**src/hw/jstkPkg.sv**
```systemverilog
package jstkPkg;

	// ========================================
	// Data widths
	// ========================================

	typedef logic [7:0]  byteT;          // One SPI byte
	typedef logic [9:0]  axisT;          // One joystick axis sample
	typedef logic [39:0] packetT;        // Five bytes, first byte on top
	typedef logic [2:0]  byteCountT;     // Bytes done in a transaction

	// Steering output encoding
	typedef enum logic [1:0] {
		dirStraight = 2'd0,
		dirRight    = 2'd1,
		dirBack     = 2'd2,
		dirLeft     = 2'd3
	} directionT;

	// ========================================
	// Protocol constants
	// ========================================

	localparam byteT      JSTK_CMD     = 8'h80;  // LED bits cleared
	localparam byteCountT PACKET_BYTES = 3'd5;   // Bytes per joystick read

	// Decode thresholds, raw 10-bit counts
	localparam axisT X_FORWARD  = 10'd550;
	localparam axisT X_BACKWARD = 10'd450;
	localparam axisT Y_LOW      = 10'd320;
	localparam axisT Y_HIGH     = 10'd720;

	// ========================================
	// FSM encodings
	// ========================================

	// Byte engine
	typedef enum logic [1:0] {
		spiIdle,
		spiShift,     // SCLK toggling, 8 bits
		spiFinish     // Drop busy after done
	} spiStateT;

	// Packet controller
	typedef enum logic [2:0] {
		pktIdle,
		pktSelect,    // SS low, setup cycle
		pktStart,
		pktWait,      // Byte in flight
		pktStore,
		pktDone
	} pktStateT;

endpackage

```
**src/hw/pollTimer.sv**
```systemverilog
`timescale 1ns/1ps

module pollTimer #(
	parameter int POLL_PERIOD = 20000000    // Clocks between polls
) (
	input  logic CLK,
	input  logic RST,
	output logic pollTick                   // One-cycle start request
);

	// Counter sized for the reload value
	localparam int CNT_W = (POLL_PERIOD > 1) ? $clog2(POLL_PERIOD) : 1;

	logic [CNT_W-1:0] count;

	// Down counter, tick registered off the zero state
	always_ff @(posedge CLK or posedge RST) begin
		if (RST) begin
			count    <= CNT_W'(POLL_PERIOD - 1);
			pollTick <= 1'b0;
		end else begin
			pollTick <= (count == '0);
			if (count == '0) begin
				count <= CNT_W'(POLL_PERIOD - 1);    // Reload for next period
			end else begin
				count <= count - 1'b1;
			end
		end
	end

	// Tick is a strobe, not a level
	tickSinglePulse: assert property (
		@(posedge CLK) disable iff (RST)
		pollTick |=> !pollTick
	) else $error("pollTick held for two cycles");

endmodule

```
**src/hw/spiByteEngine.sv**
```systemverilog
`timescale 1ns/1ps

module spiByteEngine
	import jstkPkg::*;
#(
	parameter int SCLK_HALF = 750           // Clocks per SCLK half period
) (
	input  logic CLK,
	input  logic RST,
	input  logic byteStart,                 // Pulse, accepted when idle
	input  byteT txByte,
	output logic busy,
	output logic done,                      // Pulse, rxByte valid
	output byteT rxByte,
	input  logic MISO,
	output logic MOSI,
	output logic SCLK                       // Registered, idles low
);

	localparam int HALF_W = (SCLK_HALF > 1) ? $clog2(SCLK_HALF) : 1;

	// ========================================
	// Control state
	// ========================================

	spiStateT         state;
	logic [HALF_W-1:0] halfCnt;              // Position in current half
	logic [3:0]       bitCnt;               // Rising edges so far
	byteT             txReg;
	byteT             rxReg;
	logic             halfEnd;
	logic             sclkRise;

	assign halfEnd  = (halfCnt == HALF_W'(SCLK_HALF - 1));
	assign sclkRise = (state == spiShift) && halfEnd && !SCLK;

	// MSB first on the wire
	assign MOSI   = txReg[7];
	assign rxByte = rxReg;

	always_ff @(posedge CLK or posedge RST) begin
		if (RST) begin
			state   <= spiIdle;
			halfCnt <= '0;
			bitCnt  <= '0;
			txReg   <= '0;                  // Keeps MOSI low out of reset
			SCLK    <= 1'b0;
			busy    <= 1'b0;
			done    <= 1'b0;
		end else begin
			done <= 1'b0;
			case (state)
				spiIdle: begin
					if (byteStart) begin
						txReg   <= txByte;  // Bit 7 on MOSI next cycle
						halfCnt <= '0;
						bitCnt  <= '0;
						busy    <= 1'b1;
						state   <= spiShift;
					end
				end

				spiShift: begin
					if (halfEnd) begin
						halfCnt <= '0;
						SCLK    <= ~SCLK;
						if (!SCLK) begin
							bitCnt <= bitCnt + 1'b1;    // Rising edge
						end else begin
							// Falling edge, present next bit
							txReg <= {txReg[6:0], 1'b0};
							if (bitCnt == 4'd8) begin
								done  <= 1'b1;
								state <= spiFinish;
							end
						end
					end else begin
						halfCnt <= halfCnt + 1'b1;
					end
				end

				spiFinish: begin
					busy  <= 1'b0;          // Busy covered the done cycle
					state <= spiIdle;
				end

				default: state <= spiIdle;
			endcase
		end
	end

	// ========================================
	// Receive shift register
	// ========================================

	// Mode 0, slave data stable at rising SCLK
	always_ff @(posedge CLK) begin
		if (sclkRise) begin
			rxReg <= {rxReg[6:0], MISO};
		end
	end

	// Controller must wait for done before restarting
	startWhileBusy: assert property (
		@(posedge CLK) disable iff (RST)
		byteStart |-> !busy
	) else $error("byteStart while engine busy");

	// Clock parked low between bytes
	sclkIdleLow: assert property (
		@(posedge CLK) disable iff (RST)
		(state == spiIdle) |-> !SCLK
	) else $error("SCLK high while engine idle");

endmodule

```
**src/hw/jstkPacketCtrl.sv**
```systemverilog
`timescale 1ns/1ps

module jstkPacketCtrl
	import jstkPkg::*;
(
	input  logic   CLK,
	input  logic   RST,
	input  logic   pollTick,
	output logic   byteStart,               // To byte engine
	output byteT   txByte,
	input  logic   busy,
	input  logic   done,
	input  byteT   rxByte,
	output logic   SS,                      // Active low select
	output packetT packet,                  // Held until next packetValid
	output logic   packetValid
);

	pktStateT  state;
	byteCountT byteCnt;
	packetT    accum;                       // Bytes gathered so far

	// Same command in every slot
	assign txByte = JSTK_CMD;

	// ========================================
	// Transaction sequencer
	// ========================================

	always_ff @(posedge CLK or posedge RST) begin
		if (RST) begin
			state       <= pktIdle;
			byteCnt     <= '0;
			byteStart   <= 1'b0;
			SS          <= 1'b1;
			packetValid <= 1'b0;
		end else begin
			byteStart   <= 1'b0;
			packetValid <= 1'b0;
			case (state)
				pktIdle: begin
					if (pollTick) begin      // Ticks elsewhere dropped
						SS      <= 1'b0;
						byteCnt <= '0;
						state   <= pktSelect;
					end
				end

				pktSelect: state <= pktStart;   // Setup time after SS

				pktStart: begin
					byteStart <= 1'b1;
					state     <= pktWait;
				end

				pktWait: begin
					if (done) begin
						byteCnt <= byteCnt + 1'b1;
						state   <= pktStore;
					end
				end

				pktStore: begin
					if (byteCnt == PACKET_BYTES) begin
						packetValid <= 1'b1;
						state       <= pktDone;
					end else begin
						state <= pktStart;      // Next byte slot
					end
				end

				pktDone: begin
					SS    <= 1'b1;            // Release after packet out
					state <= pktIdle;
				end

				default: state <= pktIdle;
			endcase
		end
	end

	// ========================================
	// Packet assembly
	// ========================================

	always_ff @(posedge CLK) begin
		if (state == pktWait && done) begin
			accum <= {accum[31:0], rxByte};  // First byte ends on top
		end
		if (state == pktStore && byteCnt == PACKET_BYTES) begin
			packet <= accum;
		end
	end

	// Engine only runs inside a select window
	selectCoversByte: assert property (
		@(posedge CLK) disable iff (RST)
		busy |-> !SS
	) else $error("byte engine busy with SS high");

endmodule

```
**src/hw/directionDecoder.sv**
```systemverilog
`timescale 1ns/1ps

module directionDecoder
	import jstkPkg::*;
(
	input  logic      CLK,
	input  logic      RST,
	input  packetT    packet,
	input  logic      packetValid,          // Strobe, packet fresh
	output directionT direction,
	output logic      button
);

	axisT axisX;
	axisT axisY;
	logic yInBand;
	logic goStraight;
	logic goBack;

	// ========================================
	// Field extraction
	// ========================================

	// Low byte first, high bits in next byte
	assign axisY = {packet[25:24], packet[39:32]};
	assign axisX = {packet[9:8], packet[23:16]};

	// Inclusive band on Y
	assign yInBand = (axisY >= Y_LOW) && (axisY <= Y_HIGH);

	assign goStraight = (axisX >= X_FORWARD) && yInBand;
	assign goBack     = (axisX <= X_BACKWARD) && yInBand;

	// ========================================
	// Output registers
	// ========================================

	always_ff @(posedge CLK or posedge RST) begin
		if (RST) begin
			direction <= dirStraight;
			button    <= 1'b0;
		end else if (packetValid) begin
			button <= packet[1];            // Stick press bit
			// Priority order, dead zone keeps last value
			if (goStraight) begin
				direction <= dirStraight;
			end else if (goBack) begin
				direction <= dirBack;
			end else if (axisY < Y_LOW) begin
				direction <= dirLeft;
			end else if (axisY > Y_HIGH) begin
				direction <= dirRight;
			end
		end
	end

endmodule

```
**src/hw/jstkTop.sv**
```systemverilog
`timescale 1ns/1ps

module jstkTop
	import jstkPkg::*;
#(
	parameter int SCLK_HALF   = 750,        // 66.67 kHz SCLK at 100 MHz
	parameter int POLL_PERIOD = 20000000    // 5 Hz poll at 100 MHz
) (
	input  logic      CLK,
	input  logic      RST,
	input  logic      MISO,
	output logic      SS,
	output logic      MOSI,
	output logic      SCLK,
	output directionT direction,
	output logic      button
);

	// ========================================
	// Internal nets
	// ========================================

	logic   pollTick;
	logic   byteStart;
	byteT   txByte;
	logic   busy;
	logic   done;
	byteT   rxByte;
	packetT packet;
	logic   packetValid;

	pollTimer #(
		.POLL_PERIOD (POLL_PERIOD)
	) pollTimer_inst (
		.CLK      (CLK),
		.RST      (RST),
		.pollTick (pollTick)
	);

	jstkPacketCtrl jstkPacketCtrl_inst (
		.CLK         (CLK),
		.RST         (RST),
		.pollTick    (pollTick),
		.byteStart   (byteStart),
		.txByte      (txByte),
		.busy        (busy),
		.done        (done),
		.rxByte      (rxByte),
		.SS          (SS),
		.packet      (packet),
		.packetValid (packetValid)
	);

	// Single byte exchange on the pins
	spiByteEngine #(
		.SCLK_HALF (SCLK_HALF)
	) spiByteEngine_inst (
		.CLK       (CLK),
		.RST       (RST),
		.byteStart (byteStart),
		.txByte    (txByte),
		.busy      (busy),
		.done      (done),
		.rxByte    (rxByte),
		.MISO      (MISO),
		.MOSI      (MOSI),
		.SCLK      (SCLK)
	);

	directionDecoder directionDecoder_inst (
		.CLK         (CLK),
		.RST         (RST),
		.packet      (packet),
		.packetValid (packetValid),
		.direction   (direction),
		.button      (button)
	);

endmodule

```
**config.mk**
```make
export PLATFORM = sky130hd
export DESIGN_NAME = jstkTop
export DESIGN_NICKNAME = d
export VERILOG_FILES = /design/src/hw/jstkPkg.sv /design/src/hw/pollTimer.sv /design/src/hw/spiByteEngine.sv /design/src/hw/jstkPacketCtrl.sv /design/src/hw/directionDecoder.sv /design/src/hw/jstkTop.sv
export SDC_FILE = /design/constraint.sdc
export NUM_CORES = 1
export LEC_CHECK = 0
export ABC_AREA = 1
export BUFFER_PORTS_ARGS = -buffer_cell sky130_fd_sc_hd__buf_4
export CAP_MARGIN = 20
export CORE_MARGIN = 5
export CORE_UTILIZATION = 25
export DETAILED_ROUTE_END_ITERATION = 8
export PLACE_DENSITY = 0.51
export REMOVE_ABC_BUFFERS = 1
export SLEW_MARGIN = 20
export SYNTH_ARGS = -nofsm -noshare
export SYNTH_HDL_FRONTEND = slang
export SYNTH_SLANG_ARGS = --single-unit
```
**constraint.sdc**
```tcl
create_clock -name CLK -period 2.23 [get_ports CLK]
set_clock_uncertainty 0.15 [all_clocks]
set_input_delay 0.223 -clock CLK [delete_from_list [all_inputs] [get_ports CLK]]
set_output_delay 0.223 -clock CLK [all_outputs]
set_load 0.02 [all_outputs]
```
Word level (Yosys, flattened, before mapping)
Index checks and enable logic that the tools add are counted.
W data, S select, Z words.
{"block": "totals", "register_bits": 152, "latchBits": 0, "ram_bits": 0, "romBits": 0, "in_bits": 3, "output_inout_bits": 6, "word_cells": 106, "memories": 0}
{"block": "classes", "add_sub_neg": 4, "multipliers": 0, "n_div": 0, "order_cmp": 6, "n_eq_ne": 16, "shifts": 0, "muxes": 37, "bitwise_logic": 1, "reduce_logical": 24}
{"cell": "$logic_not A25 Y1", "n": 1}
{"cell": "$mux W25", "n": 1}
{"cell": "$sub A25 B1 Y25 const B", "n": 1}
{"cell": "$mux W8", "n": 3}
{"cell": "$mux W10", "n": 2}
{"cell": "$pmux W10 S2", "n": 1}
{"cell": "$mux W2", "n": 8}
{"cell": "$pmux W8 S2", "n": 1}
{"cell": "$mux W3", "n": 5}
{"cell": "$pmux W3 S5", "n": 1}
{"cell": "$mux W4", "n": 3}
{"cell": "$reduce_and A4 Y1", "n": 3}
{"cell": "$add A10 B1 Y10 const B", "n": 1}
{"cell": "$eq A10 B10 Y1 const B", "n": 1}
{"cell": "$ge A10 B10 Y1 const B", "n": 1}
{"cell": "$ge A10 B9 Y1 const B", "n": 1}
{"cell": "$gt A10 B10 Y1 const B", "n": 1}
{"cell": "$le A10 B10 Y1 const B", "n": 1}
{"cell": "$le A10 B9 Y1 const B", "n": 1}
{"cell": "$lt A10 B9 Y1 const B", "n": 1}
{"cell": "$reduce_and A2 Y1", "n": 5}
{"cell": "$eq A3 B3 Y1 const B", "n": 3}
{"cell": "$mux W1", "n": 8}
{"cell": "$ne A2 B2 Y1 const B", "n": 4}
{"cell": "19 further kinds", "n": 30}

Depth between registers and ports, before layout
Gate-level depths: netlist of run 1.
{"block": "depth", "word_depth": 5, "ltp_mapped": 9, "ltp_nobuf": 9}

Cells and area by module
Synthesis of run 1 repeated with hierarchy kept, for this count alone.
{"block": "hier_totals", "cells_unflattened": 610, "area_unflattened_um2": 6449.9}
{"module": "jstkPacketCtrl", "n_inst": 1, "cells_each": 142, "area_each_um2": 2909.0, "seq_area_each_um2": 2628.8}
{"module": "spiByteEngine", "n_inst": 1, "cells_each": 215, "area_each_um2": 1783.0, "seq_area_each_um2": 915.9}
{"module": "pollTimer", "n_inst": 1, "cells_each": 201, "area_each_um2": 1477.7, "seq_area_each_um2": 669.4}
{"module": "directionDecoder", "n_inst": 1, "cells_each": 52, "area_each_um2": 280.3, "seq_area_each_um2": 75.1}

Least setup slack after synthesis of run 1
OpenSTA, ideal clock, no wires.
{"block": "synth_path", "path_kind": "register to register", "startpoint": "register jstkPacketCtrl_inst.state[1]", "endpoint": "register jstkPacketCtrl_inst.accum[0], enable pin", "setup_time_ps": 395, "arrival_ps": 1445, "required_time_ps": 1685, "path_slack_ps": 240, "stages_incl_launch_ff": 5, "path_buffers": 0, "synth_period_minus_slack_ps": 1990, "cell_sequence": "dfrtp_1 > nand2_1 > nor2_1 > nand2_1 > inv_1"}
{"block": "synth_between", "elab_chain_cells": 2}
{"item": "from (decl)", "line": "jstkPacketCtrl.sv:19", "rtl": "pktStateT state;"}
{"item": "from (signal assigned)", "line": "jstkPacketCtrl.sv:32", "rtl": "state <= pktIdle;"}
{"item": "from (signal assigned)", "line": "jstkPacketCtrl.sv:45", "rtl": "state <= pktSelect;"}
{"item": "from (signal assigned)", "line": "jstkPacketCtrl.sv:49", "rtl": "pktSelect: state <= pktStart;"}
{"item": "$eq A3 B2 Y1", "line": "jstkPacketCtrl.sv:87", "rtl": "if (state == pktWait && done) begin"}
{"item": "$logic_and A1 B1 Y1", "line": "jstkPacketCtrl.sv:87"}
{"item": "to (signal assigned)", "line": "jstkPacketCtrl.sv:88", "rtl": "accum <= {accum[31:0], rxByte};"}
{"item": "to (decl)", "line": "jstkPacketCtrl.sv:21", "rtl": "packetT accum;"}
No other way between the ends.
A chain may end at the register's enable or synchronous reset.

Worst setup path after layout of run 1
{"block": "layout_path", "startpoint": "register pollTimer_inst.count[0]", "endpoint": "register pollTimer_inst.count[14]"}
{"block": "layout_between", "elab_chain_cells": 2, "elab_cells_between_ends": 3, "cone_classes": "add/sub (1); mux (1); reduce/logical (1)"}
{"item": "from (decl)", "line": "pollTimer.sv:14", "rtl": "logic [CNT_W-1:0] count;"}
{"item": "from (signal assigned)", "line": "pollTimer.sv:19", "rtl": "count <= CNT_W'(POLL_PERIOD - 1);"}
{"item": "from (signal assigned)", "line": "pollTimer.sv:24", "rtl": "count <= CNT_W'(POLL_PERIOD - 1);"}
{"item": "from (signal assigned)", "line": "pollTimer.sv:26", "rtl": "count <= count - 1'b1;"}
{"item": "$sub A25 B1 Y25 or $logic_not A25 Y1 (tied branches)", "line": "pollTimer.sv:26, pollTimer.sv:23"}
{"item": "$mux W25 *", "line": "pollTimer.sv:23", "rtl": "if (count == '0) begin"}
Mark *: on every way between the ends. The rest lies on a longest branch, timed or not.

==> results of run 1 <==
-- kinds of logic (layout without fill, tap and decap cells) --
group,count (synthesis),count (layout),synth area share [%]
xor gates and xnor gates,19,19,3.23
muxes,1,1,0.219
AOI/OAI and AO/OA,31,31,3.47
buffers and inverters,52,97,3.79
and+or+nand+nor,219,219,19.3
adders and majority gates,7,7,1.70
DFF,126,126,68.3
-- layer usage --
metal	vias up	global-route usage, %	part of all wire, %
met3	6	2.67	3.1
met1	1497	9.85	50
li1	1585	-	-
met4	0	3.03	1.2
met5	-	0	0
met2	41	11.7	46
-- layout by cell type, fill, tap and decap left out, types with 3 or more instances in the layout --
cell,count
nand2_1,81
edfxtp_1,69
nor2_1,68
inv_1,47
dfrtp_1,41
nand3_1,23
clkbuf_16,17
xor2_1,16
dfstp_2,16
o21ai_0,15
nor3_1,10
nand4_1,10
buf_4,10
a21oi_1,8
ha_1,7
nor2_2,6
clkinvlp_4,6
or2_2,5
inv_2,5
nand2_2,5
nor2_4,3
xnor2_1,3
clkinv_4,3
-- metrics by stage --
stage,std cells,hold slack [ns]
after detailed placement,737,0.105
after global routing,770,0.267
after floorplan,455,0.172
after CTS,770,0.227
after global placement,737,0.103
final,770,0.230
-- sequential cells by signal, indices dropped and copies added, names as in the netlist --
name                             flops
jstkPacketCtrl_inst.accum           40
pollTimer_inst.count                25
jstkPacketCtrl_inst.packet          21
spiByteEngine_inst.halfCnt          10
spiByteEngine_inst.rxByte            8
spiByteEngine_inst.bitCnt            4
jstkPacketCtrl_inst.byteCnt          3
jstkPacketCtrl_inst.state            3
directionDecoder_inst.direction      2
spiByteEngine_inst.state             2
directionDecoder_inst.button         1
jstkPacketCtrl_inst.SS               1
jstkPacketCtrl_inst.byteStart        1
jstkPacketCtrl_inst.packetValid      1
pollTimer_inst.pollTick              1
spiByteEngine_inst.SCLK              1
spiByteEngine_inst.done              1
spiByteEngine_inst.txReg             1
-- worst paths after layout --
path,cells past startpoint,endpoint
worst max register to register,7,pollTimer_inst.count[14]
min in group CLK,0,jstkPacketCtrl_inst.accum[15]
worst max-delay path,7,pollTimer_inst.count[14]
worst min-delay path,3,pollTimer_inst.count[19]
max in group asynchronous,4,pollTimer_inst.count[11]
worst min register to register,0,jstkPacketCtrl_inst.accum[15]
-- tightest hold or removal path, stage by stage --
cell and delay, ns:
dlygate4sd3_1 0.53, buf_4 0.13, inv_2 0.31
-- power by group through the flow --
stage | Combinational [uW] | Sequential (uW) | Clock (uW)
2_1_floorplan | 14.9 | 2490 | 0
3_3_place_gp | 29.0 | 2490 | 0
3_5_place_dp | 29.6 | 2490 | 0
4_1_cts | 32.4 | 2440 | 2590
5_1_grt | 36.1 | 2440 | 2710
6_report | 29.7 | 2440 | 2510
-- area by class of cell --
class                      count  share of cell area, %
sequential                   126                   57.0
multi-input combinational    277                   23.3
clock buffer                  17                   6.89
tap                          270                   5.47
inverter                      52                   3.16
timing repair buffer          14                   2.19
clock inverter                14                   1.99
==> run_summary.xml, run 1 <==
<?xml version="1.0" encoding="UTF-8"?>
<metrics>
  <group name="run_status">
    <metric name="run_status" unit="">complete, no violations</metric>
  </group>
  <group name="drt">
    <metric name="dr_total_vias" unit="">3129</metric>
    <metric name="detail_route.first_pass.iterations" unit="">4</metric>
    <metric name="detail-route-antenna-nets" unit="">0</metric>
    <metric name="via_per_inst" unit="">4.06</metric>
    <metric name="total_routed_wirelength" unit="mm">8.38</metric>
    <metric name="drcViolationCount" unit="">0</metric>
    <metric name="routed_wire_length_per_instance" unit="um">10.9</metric>
    <metric name="first_iter_violations" unit="">154</metric>
  </group>
  <group name="setup_path">
    <metric name="r2r_setup_slack" unit="ns">0.41</metric>
    <metric name="critical_path_max_stage_delay" unit="ns">0.37</metric>
    <metric name="timing.critical_path.to_type" unit="">flip-flop</metric>
    <metric name="path_max_fanout" unit="">9</metric>
    <metric name="path_delay_family" unit="">simple AND/OR/NAND/NOR gates</metric>
    <metric name="cp.arrival" unit="ns">1.95</metric>
    <metric name="crit_slowest_cell" unit="">dfstp_2</metric>
    <metric name="worstPathCellList" unit="">inv_1 &gt; ha_1 &gt; nand2_2 &gt; nor3b_2 &gt; nand3_2 &gt; inv_2 &gt; nor2_1</metric>
    <metric name="cp_data_required_time" unit="ns">2.36</metric>
    <metric name="crit_start" unit="">pollTimer_inst.count[0]</metric>
    <metric name="worstPathBufferInverterCount" unit="">2</metric>
    <metric name="startpoint_type" unit="">flip-flop</metric>
    <metric name="critPathKind" unit="">reg -&gt; reg</metric>
    <metric name="worst_r2r_startpoint" unit="">pollTimer_inst.count[0]</metric>
  </group>
  <group name="placed_design">
    <metric name="dp_hpwl" unit="mm">5.84</metric>
    <metric name="placement.setup.worst_slack" unit="ns">0.387</metric>
    <metric name="place.gp.congestion" unit="">0.824</metric>
    <metric name="io_buffers" unit="">8</metric>
    <metric name="placed_cell_area" unit="sq um">5600</metric>
  </group>
  <group name="sta">
    <metric name="finalCritPeriodShare" unit="%">81.6</metric>
    <metric name="finalWorstSetupSlack" unit="ns">0.410</metric>
    <metric name="fin_setup_tns" unit="ns">0</metric>
    <metric name="max_slew.worst_pin.slew" unit="ns">0.414</metric>
    <metric name="worst_slew_margin_rel" unit="%">72.4</metric>
    <metric name="rsz_0062_raised_after_global_routing" unit="">false</metric>
    <metric name="final_hold_viol_count" unit="">0</metric>
    <metric name="achievable-frequency" unit="MHz">549</metric>
    <metric name="finalCriticalPeriod" unit="ns">1.82</metric>
    <metric name="finalSetupViolCount" unit="">0</metric>
    <metric name="slew_violations" unit="">0</metric>
  </group>
  <group name="pwr">
    <metric name="comb_power_share" unit="%">0.6</metric>
    <metric name="p_per_area" unit="nW/um^2">807</metric>
    <metric name="sequential_group_share_of_total_power" unit="%">49.0</metric>
    <metric name="p_int" unit="uW">3970</metric>
    <metric name="leakage" unit="uW">0.00241</metric>
    <metric name="ir_worst_vdd" unit="V">0.000428</metric>
    <metric name="p_sw" unit="uW">1010</metric>
    <metric name="power.clock.fraction" unit="%">50.4</metric>
    <metric name="pwr_total" unit="uW">4980</metric>
    <metric name="switching_share" unit="%">20.3</metric>
  </group>
  <group name="yosys">
    <metric name="postSynthAreaPerCell" unit="sq um">11.3</metric>
    <metric name="synth_edf_count" unit="">69</metric>
    <metric name="top_area_cell_type_share_of_the_netlist_area" unit="%">40.2</metric>
    <metric name="yosys_warnings" unit="">0</metric>
    <metric name="synth-main-ff-cell" unit="">edfxtp_1</metric>
    <metric name="yosys.cell_count.top_type" unit="">nand2_1</metric>
    <metric name="synth_cells" unit="">455</metric>
    <metric name="synth-async-reset-ratio" unit="%">45.2</metric>
    <metric name="synth-seq-cells" unit="">126</metric>
    <metric name="synth.cell_area" unit="sq um">5150</metric>
    <metric name="yosysUniqueCellTypes" unit="">32</metric>
    <metric name="ys_top_cells_by_area" unit="">edfxtp_1 (40%), dfrtp_1 (20%), dfstp_2 (8.2%)</metric>
    <metric name="synth.largest_area_cell" unit="">edfxtp_1</metric>
    <metric name="part_of_the_yosys_area_used_for_sequential_elements" unit="%">68.3</metric>
    <metric name="yosys-top-cells-count" unit="">nand2_1 (81), edfxtp_1 (69), nor2_1 (68), inv_1 (48), dfrtp_1 (41)</metric>
  </group>
  <group name="finish">
    <metric name="fraction_of_final_layout_cells_with_drive_strength_greater_than_1" unit="%">17.8</metric>
    <metric name="final-seq-area" unit="sq um">3520</metric>
    <metric name="layout.filler_cells" unit="">2041</metric>
    <metric name="diodes" unit="">0</metric>
    <metric name="design.final.nets" unit="">498</metric>
    <metric name="multiInputGateArea" unit="sq um">1440</metric>
    <metric name="post-route-util" unit="%">30.5</metric>
    <metric name="fin_area" unit="sq um">6170</metric>
    <metric name="area_growth" unit="%">19.8</metric>
  </group>
  <group name="clock_network">
    <metric name="htree_levels" unit="">4</metric>
    <metric name="clk_root_buffer_cell" unit="">clkbuf_16</metric>
    <metric name="cts.repair.resized" unit="">0</metric>
    <metric name="cts_tree" unit="">yes</metric>
    <metric name="cts_sinks" unit="">126</metric>
    <metric name="cts_max_path_buffers" unit="">2</metric>
    <metric name="worstSkewPairLatency" unit="ns">0.40</metric>
    <metric name="clkTransAtPathRegs" unit="ns">0.06</metric>
    <metric name="cts.repair_timing.setup_buffer_count" unit="">0</metric>
    <metric name="cts-buffers-inserted" unit="">17</metric>
    <metric name="holdBufCountCts" unit="">2</metric>
  </group>
  <group name="grt">
    <metric name="track_usage" unit="%">7.60</metric>
    <metric name="grt_max_degree" unit="">41</metric>
    <metric name="vias_in_the_first_global_route" unit="">3142</metric>
    <metric name="grt_antenna_before_repair" unit="">0</metric>
    <metric name="grt_first_pass_wirelength" unit="mm">14.6</metric>
    <metric name="grt_ovf" unit="">0</metric>
  </group>
  <group name="floorplanning">
    <metric name="die-width" unit="um">154</metric>
    <metric name="chipHeight" unit="um">154</metric>
    <metric name="floorplan.die_area" unit="sq um">23600</metric>
    <metric name="floorplan.initialDensity" unit="%">25.5</metric>
    <metric name="ios" unit="">9</metric>
    <metric name="placement_rows" unit="">52</metric>
    <metric name="core" unit="sq um">20200</metric>
  </group>
  <group name="worst_hold_path">
    <metric name="hold_class" unit="">in -&gt; async</metric>
  </group>
  <group name="run">
    <metric name="timing.max_cap.violations" unit="">0</metric>
  </group>
</metrics>
Note: power is estimated with default switching activity, not from simulation.
==> run 2, diff against run 1 <==
==> constraint.sdc (replaced) <==
create_clock -name CLK -period 1.85 [get_ports CLK]
set_clock_uncertainty 0.15 [all_clocks]
set_input_delay 0.185 -clock CLK [delete_from_list [all_inputs] [get_ports CLK]]
set_output_delay 0.185 -clock CLK [all_outputs]
set_load 0.02 [all_outputs]
==> run_summary.xml, run 2 (synthesis gave the netlist of run 1 again) <==
<?xml version="1.0" encoding="UTF-8"?>
<metrics>
  <group name="finish">
    <metric name="biggestRegsByFlops" unit="">jstkPacketCtrl_inst.accum: 40 flops, pollTimer_inst.count: 25 flops, jstkPacketCtrl_inst.packet: 21 flops</metric>
    <metric name="highest_count_cells_in_the_layout_ignoring_fill_and_taps" unit="">nand2_1 (81), edfxtp_1 (69), nor2_1 (67), inv_1 (47), dfrtp_1 (41)</metric>
    <metric name="fin_area" unit="sq um">6280</metric>
    <metric name="layout.filler_cells" unit="">2044</metric>
    <metric name="finish.cell_count_without_fillers" unit="">781</metric>
    <metric name="mostFrequentLayoutCell" unit="">nand2_1</metric>
    <metric name="diodes" unit="">0</metric>
    <metric name="top_register" unit="">jstkPacketCtrl_inst.accum</metric>
    <metric name="largest_register_ffs" unit="">40</metric>
    <metric name="fraction_of_final_layout_cells_with_drive_strength_greater_than_1" unit="%">19.2</metric>
    <metric name="area_growth" unit="%">21.9</metric>
    <metric name="design.final.nets" unit="">508</metric>
  </group>
  <group name="sta">
    <metric name="worst_slew_margin_rel" unit="%">72.5</metric>
    <metric name="rsz_0062_raised_after_global_routing" unit="">true</metric>
    <metric name="max_slew.worst_pin.slew" unit="ns">0.412</metric>
    <metric name="finalSetupViolCount" unit="">0</metric>
    <metric name="achievable-frequency" unit="MHz">576</metric>
    <metric name="fin_setup_tns" unit="ns">0</metric>
    <metric name="finalCritPeriodShare" unit="%">93.8</metric>
    <metric name="slew_violations" unit="">0</metric>
    <metric name="finalCriticalPeriod" unit="ns">1.73</metric>
    <metric name="final_hold_viol_count" unit="">0</metric>
  </group>
  <group name="clock_network">
    <metric name="clkTransAtPathRegs" unit="ns">0.05</metric>
    <metric name="htree_levels" unit="">4</metric>
    <metric name="cts-buffers-inserted" unit="">17</metric>
    <metric name="cts_max_path_buffers" unit="">2</metric>
    <metric name="cts_tree" unit="">yes</metric>
    <metric name="worstSkewPairLatency" unit="ns">0.41</metric>
    <metric name="clk_root_buffer_cell" unit="">clkbuf_16</metric>
    <metric name="cts_sinks" unit="">126</metric>
  </group>
  <group name="setup_path">
    <metric name="critPathKind" unit="">reg -&gt; reg</metric>
    <metric name="timing.critical_path.to_type" unit="">flip-flop</metric>
    <metric name="cp.arrival" unit="ns">1.87</metric>
    <metric name="worst_r2r_startpoint" unit="">pollTimer_inst.count[0]</metric>
    <metric name="crit_slowest_cell" unit="">dfstp_2</metric>
    <metric name="worstPathCellList" unit="">inv_1 &gt; ha_1 &gt; nand2_2 &gt; nor2_4 &gt; nand4_1 &gt; nor3_2 &gt; nor2_1</metric>
    <metric name="timing.reg2reg.worst_path_depth" unit="">7</metric>
    <metric name="cp_data_required_time" unit="ns">1.99</metric>
    <metric name="path_max_fanout" unit="">4</metric>
    <metric name="reg_to_reg_critical_path_endpoint" unit="">pollTimer_inst.count[12]</metric>
    <metric name="r2r_setup_slack" unit="ns">0.12</metric>
    <metric name="startpoint_type" unit="">flip-flop</metric>
    <metric name="critical_path_max_stage_delay" unit="ns">0.37</metric>
  </group>
  <group name="drt">
    <metric name="first_iter_violations" unit="">259</metric>
    <metric name="detail-route-antenna-nets" unit="">0</metric>
    <metric name="detail_route.first_pass.iterations" unit="">4</metric>
    <metric name="drcViolationCount" unit="">0</metric>
    <metric name="dr_total_vias" unit="">3144</metric>
    <metric name="via_per_inst" unit="">4.03</metric>
    <metric name="routed_wire_length_per_instance" unit="um">11.1</metric>
    <metric name="total_routed_wirelength" unit="mm">8.69</metric>
  </group>
  <group name="placed_design">
    <metric name="dp_hpwl" unit="mm">5.87</metric>
    <metric name="io_buffers" unit="">8</metric>
    <metric name="place.gp.congestion" unit="">0.873</metric>
    <metric name="dp.cells" unit="">745</metric>
    <metric name="placed_cell_area" unit="sq um">5680</metric>
  </group>
  <group name="grt">
    <metric name="track_usage" unit="%">8.16</metric>
    <metric name="grt_first_pass_wirelength" unit="mm">15.4</metric>
    <metric name="grt_max_degree" unit="">42</metric>
    <metric name="grt_antenna_before_repair" unit="">0</metric>
    <metric name="vias_in_the_first_global_route" unit="">3293</metric>
    <metric name="grt_ovf" unit="">0</metric>
  </group>
  <group name="pwr">
    <metric name="ir_worst_vdd" unit="V">0.000402</metric>
    <metric name="p_per_area" unit="nW/um^2">972</metric>
    <metric name="leakage" unit="uW">0.00248</metric>
    <metric name="pwr_total" unit="uW">6100</metric>
  </group>
  <group name="floorplanning">
    <metric name="ios" unit="">9</metric>
    <metric name="floorplan.die_area" unit="sq um">23600</metric>
    <metric name="floorplan.initialDensity" unit="%">25.5</metric>
    <metric name="chipHeight" unit="um">154</metric>
    <metric name="placement_rows" unit="">52</metric>
    <metric name="die-width" unit="um">154</metric>
    <metric name="core" unit="sq um">20200</metric>
  </group>
  <group name="run">
    <metric name="timing.max_cap.violations" unit="">0</metric>
  </group>
  <group name="run_status">
    <metric name="run_status" unit="">complete, no violations</metric>
  </group>
  <group name="worst_hold_path">
    <metric name="hold_class" unit="">in -&gt; async</metric>
  </group>
</metrics>
run 2: cell count changes in the layout (fill, tap and decap cells not counted), sizes merged:
cell,change
clkbuf,+3
bufinv,+1
clkinvlp,-2
inv,-1
buf,+10
run 2: worst max path at each step:
stage	start	to	slack, ns
global placement	pollTimer_inst.count[0]	pollTimer_inst.count[12]	0.14
global route	spiByteEngine_inst.halfCnt[1]	spiByteEngine_inst.bitCnt[0]	-0.04
finish	pollTimer_inst.count[0]	pollTimer_inst.count[12]	0.12
CTS	spiByteEngine_inst.halfCnt[1]	spiByteEngine_inst.halfCnt[8]	0.10
floorplan	jstkPacketCtrl_inst.state[1]	jstkPacketCtrl_inst.accum[0]	-0.14
detailed placement	pollTimer_inst.count[0]	pollTimer_inst.count[12]	0.11
run 2: worst max-delay path: cells and delay by family (launching register included):
kind | cells | cell delay (ns)
adders and majority gates | 1 | 0.23
buffers and inverters | 1 | 0.07
DFF | 1 | 0.37
and+or+nand+nor | 5 | 0.79
run 2: layer usage:
metal,global-route usage (%),up-vias,wire length (um)
met4,4.54,0,210
li1,-,1599,-
met1,10.4,1484,4190
met3,2.75,16,301
met5,0,-,0
met2,12.2,45,3990
run 2: cell type report:
cell class / instances / area, sq um / share of cell area (%)
Inverter: 52 / 195 / 3.11
Timing Repair Buffer: 24 / 223 / 3.55
Sequential cell: 126 / 3520 / 56.0
Tap cell: 270 / 338 / 5.38
Multi-Input combinational cell: 277 / 1450 / 23.0
Clock buffer: 20 / 437 / 6.96
Clock inverter: 12 / 121 / 1.93
run 2: through the flow:
| step | utilization [%] | worst slack (ns) | hold slack [ns] |
|---|---|---|---|
| floorplan | - | -0.140 | 0.134 |
| global placement | 28.1 | 0.135 | 0.0501 |
| detailed placement | 28.1 | 0.113 | 0.0584 |
| CTS | 30.9 | 0.102 | 0.163 |
| global route | 31.0 | -0.0375 | 0.195 |
| finish | 31.0 | 0.115 | 0.178 |
run 2: where the power goes:
part           internal, uW  switching, uW  leakage (uW)  total, uW
logic                  9.92           27.4      0.000890       37.3
clock network          1960           1160      0.000261       3120
registers              2940              0       0.00132       2940
run 2: what timing repair did:
action                                 4_1_cts  5_1_grt
hold buffers                                 2        0
setup endpoints to repair                    0       14
buffers inserted                             0        2
endpoints found under the hold margin       31        0
gates resized for setup                      0        2
==> run 3, diff against run 2 <==
--- a/config.mk
+++ b/config.mk
@@ -11,6 +11,7 @@
 export CORE_MARGIN = 5
 export CORE_UTILIZATION = 25
 export DETAILED_ROUTE_END_ITERATION = 8
+export GPL_TIMING_DRIVEN = 0
 export PLACE_DENSITY = 0.51
 export REMOVE_ABC_BUFFERS = 1
 export SLEW_MARGIN = 20
==> run_summary.xml, run 3 (synthesis gave the netlist of run 1 again) <==
<?xml version="1.0" encoding="UTF-8"?>
<metrics>
  <group name="clock_network">
    <metric name="cts_sinks" unit="">126</metric>
    <metric name="cts_max_path_buffers" unit="">2</metric>
    <metric name="clkTransAtPathRegs" unit="ns">0.06</metric>
    <metric name="htree_levels" unit="">4</metric>
    <metric name="cts_tree" unit="">yes</metric>
    <metric name="clk_root_buffer_cell" unit="">clkbuf_16</metric>
    <metric name="worstSkewPairLatency" unit="ns">0.42</metric>
    <metric name="cts-buffers-inserted" unit="">17</metric>
  </group>
  <group name="finish">
    <metric name="biggestRegsByFlops" unit="">jstkPacketCtrl_inst.accum: 40 flops, pollTimer_inst.count: 25 flops, jstkPacketCtrl_inst.packet: 21 flops</metric>
    <metric name="area_growth" unit="%">25.6</metric>
    <metric name="diodes" unit="">0</metric>
    <metric name="top_register" unit="">jstkPacketCtrl_inst.accum</metric>
    <metric name="post-route-util" unit="%">32.0</metric>
    <metric name="highest_count_cells_in_the_layout_ignoring_fill_and_taps" unit="">nand2_1 (80), edfxtp_1 (69), nor2_1 (63), inv_1 (44), dfrtp_1 (41)</metric>
    <metric name="fin_area" unit="sq um">6470</metric>
    <metric name="fraction_of_final_layout_cells_with_drive_strength_greater_than_1" unit="%">22.1</metric>
    <metric name="finish.cell_count_without_fillers" unit="">781</metric>
    <metric name="design.final.nets" unit="">508</metric>
    <metric name="mostFrequentLayoutCell" unit="">nand2_1</metric>
    <metric name="largest_register_ffs" unit="">40</metric>
  </group>
  <group name="grt">
    <metric name="track_usage" unit="%">7.76</metric>
    <metric name="grt_antenna_before_repair" unit="">0</metric>
    <metric name="grt_max_degree" unit="">58</metric>
    <metric name="vias_in_the_first_global_route" unit="">3257</metric>
    <metric name="grt_first_pass_wirelength" unit="mm">14.9</metric>
    <metric name="grt_ovf" unit="">0</metric>
  </group>
  <group name="floorplanning">
    <metric name="chipHeight" unit="um">154</metric>
    <metric name="ios" unit="">9</metric>
    <metric name="core" unit="sq um">20200</metric>
    <metric name="die-width" unit="um">154</metric>
    <metric name="floorplan.die_area" unit="sq um">23600</metric>
    <metric name="placement_rows" unit="">52</metric>
    <metric name="floorplan.initialDensity" unit="%">25.5</metric>
  </group>
  <group name="setup_path">
    <metric name="timing.critical_path.to_type" unit="">flip-flop</metric>
    <metric name="r2r_setup_slack" unit="ns">0.10</metric>
    <metric name="path_max_fanout" unit="">8</metric>
    <metric name="cp.arrival" unit="ns">1.69</metric>
    <metric name="critPathKind" unit="">reg -&gt; reg</metric>
    <metric name="cp_data_required_time" unit="ns">1.80</metric>
    <metric name="startpoint_type" unit="">flip-flop</metric>
  </group>
  <group name="drt">
    <metric name="first_iter_violations" unit="">188</metric>
    <metric name="dr_total_vias" unit="">3163</metric>
    <metric name="route.top_layer_used" unit="">met4</metric>
    <metric name="total_routed_wirelength" unit="mm">8.55</metric>
    <metric name="detail_route.first_pass.iterations" unit="">5</metric>
    <metric name="via_per_inst" unit="">4.05</metric>
    <metric name="total_routed_wire_length_on_the_met1_layer" unit="mm">4.15</metric>
    <metric name="detail-route-antenna-nets" unit="">0</metric>
    <metric name="dr_wl_met2" unit="mm">4.02</metric>
    <metric name="drcViolationCount" unit="">0</metric>
    <metric name="routed_wire_length_per_instance" unit="um">10.9</metric>
    <metric name="wl_met3" unit="um">243</metric>
  </group>
  <group name="sta">
    <metric name="achievable-frequency" unit="MHz">572</metric>
    <metric name="fin_setup_tns" unit="ns">0</metric>
    <metric name="slew_violations" unit="">0</metric>
    <metric name="final_hold_viol_count" unit="">0</metric>
    <metric name="finalCritPeriodShare" unit="%">94.5</metric>
    <metric name="max_slew.worst_pin.slew" unit="ns">0.694</metric>
    <metric name="worst_slew_margin_rel" unit="%">53.7</metric>
    <metric name="finalSetupViolCount" unit="">0</metric>
    <metric name="rsz_0062_raised_after_global_routing" unit="">true</metric>
    <metric name="finalCriticalPeriod" unit="ns">1.75</metric>
  </group>
  <group name="pwr">
    <metric name="ir_worst_vdd" unit="V">0.000517</metric>
    <metric name="pwr_total" unit="uW">6760</metric>
    <metric name="leakage" unit="uW">0.00257</metric>
    <metric name="p_per_area" unit="nW/um^2">1040</metric>
  </group>
  <group name="placed_design">
    <metric name="dp_hpwl" unit="mm">5.64</metric>
    <metric name="dp.cells" unit="">733</metric>
    <metric name="place.gp.congestion" unit="">0.765</metric>
    <metric name="placed_cell_area" unit="sq um">5550</metric>
    <metric name="io_buffers" unit="">8</metric>
  </group>
  <group name="run">
    <metric name="timing.max_cap.violations" unit="">0</metric>
  </group>
  <group name="worst_hold_path">
    <metric name="hold_class" unit="">reg -&gt; reg</metric>
  </group>
  <group name="run_status">
    <metric name="run_status" unit="">complete, no violations</metric>
  </group>
</metrics>
run 3: changes by cell type in the layout (fill, tap and decap cells not counted), moves of 3 or more:
cell	before	now
nor2_1	67	63
clkbuf_1	3	0
inv_6	0	4
clkinv_2	3	0
inv_4	0	3
bufinv_16	2	6
inv_1	47	44
run 3: layout make-up:
type / instances / area, sq um
fillers: 1984 / 13800
flip-flops and latches: 126 / 3520
multi-input cells: 277 / 1530
clock buffers: 17 / 425
well taps: 270 / 338
clock inverters: 15 / 255
inverters: 52 / 206
repair buffers: 23 / 190
repair inverters: 1 / 7.51
run 3: what timing repair did:
item                       4_1_cts  5_1_grt
setup endpoints to repair       79       38
resized for setup               10       14
hold endpoints to repair        42        0
cloned                           1        0
buffers inserted                 1       12
pin swaps                        1        7
hold buffers                     2        0
run 3: power breakdown:
group,switching [uW],internal [uW]
clock network,1240,2550
logic,24.7,5.89
registers,0,2940
total,1260,5500
run 3: worst paths after layout:
kind | depth (start not counted) | start | to
worst max-delay path | 6 | spiByteEngine_inst.halfCnt[1] | spiByteEngine_inst.rxByte[7]
worst min-delay path | 0 | jstkPacketCtrl_inst.accum[14] | jstkPacketCtrl_inst.accum[22]
worst max register to register | 6 | spiByteEngine_inst.halfCnt[1] | spiByteEngine_inst.rxByte[7]
worst min register to register | 0 | jstkPacketCtrl_inst.accum[14] | jstkPacketCtrl_inst.accum[22]
max in group asynchronous | 3 | RST | spiByteEngine_inst.halfCnt[6]
min in group asynchronous | 3 | RST | directionDecoder_inst.button
run 3: worst max-delay path: stages, from the launching register on:
cell and delay, ns:
dfrtp_1 0.39, inv_2 0.08, ha_4 0.13, nand4_1 0.11, nor3_2 0.23, nand2_2 0.12, nor2_4 0.22
run 3: stage by stage:
stage | hold WS (ns) | worst slack [ns]
floorplan | 0.134 | -0.140
CTS | 0.266 | 0.0219
detailed placement | 0.206 | -0.389
global placement | 0.216 | -0.604
finish | 0.266 | 0.102
global route | 0.272 | -0.0342
run 3: layer usage:
layer	track usage, %	vias to the layer above
met5	0	-
met4	3.28	0
met3	2.89	11
met2	12.2	26
met1	9.60	1520
li1	-	1606
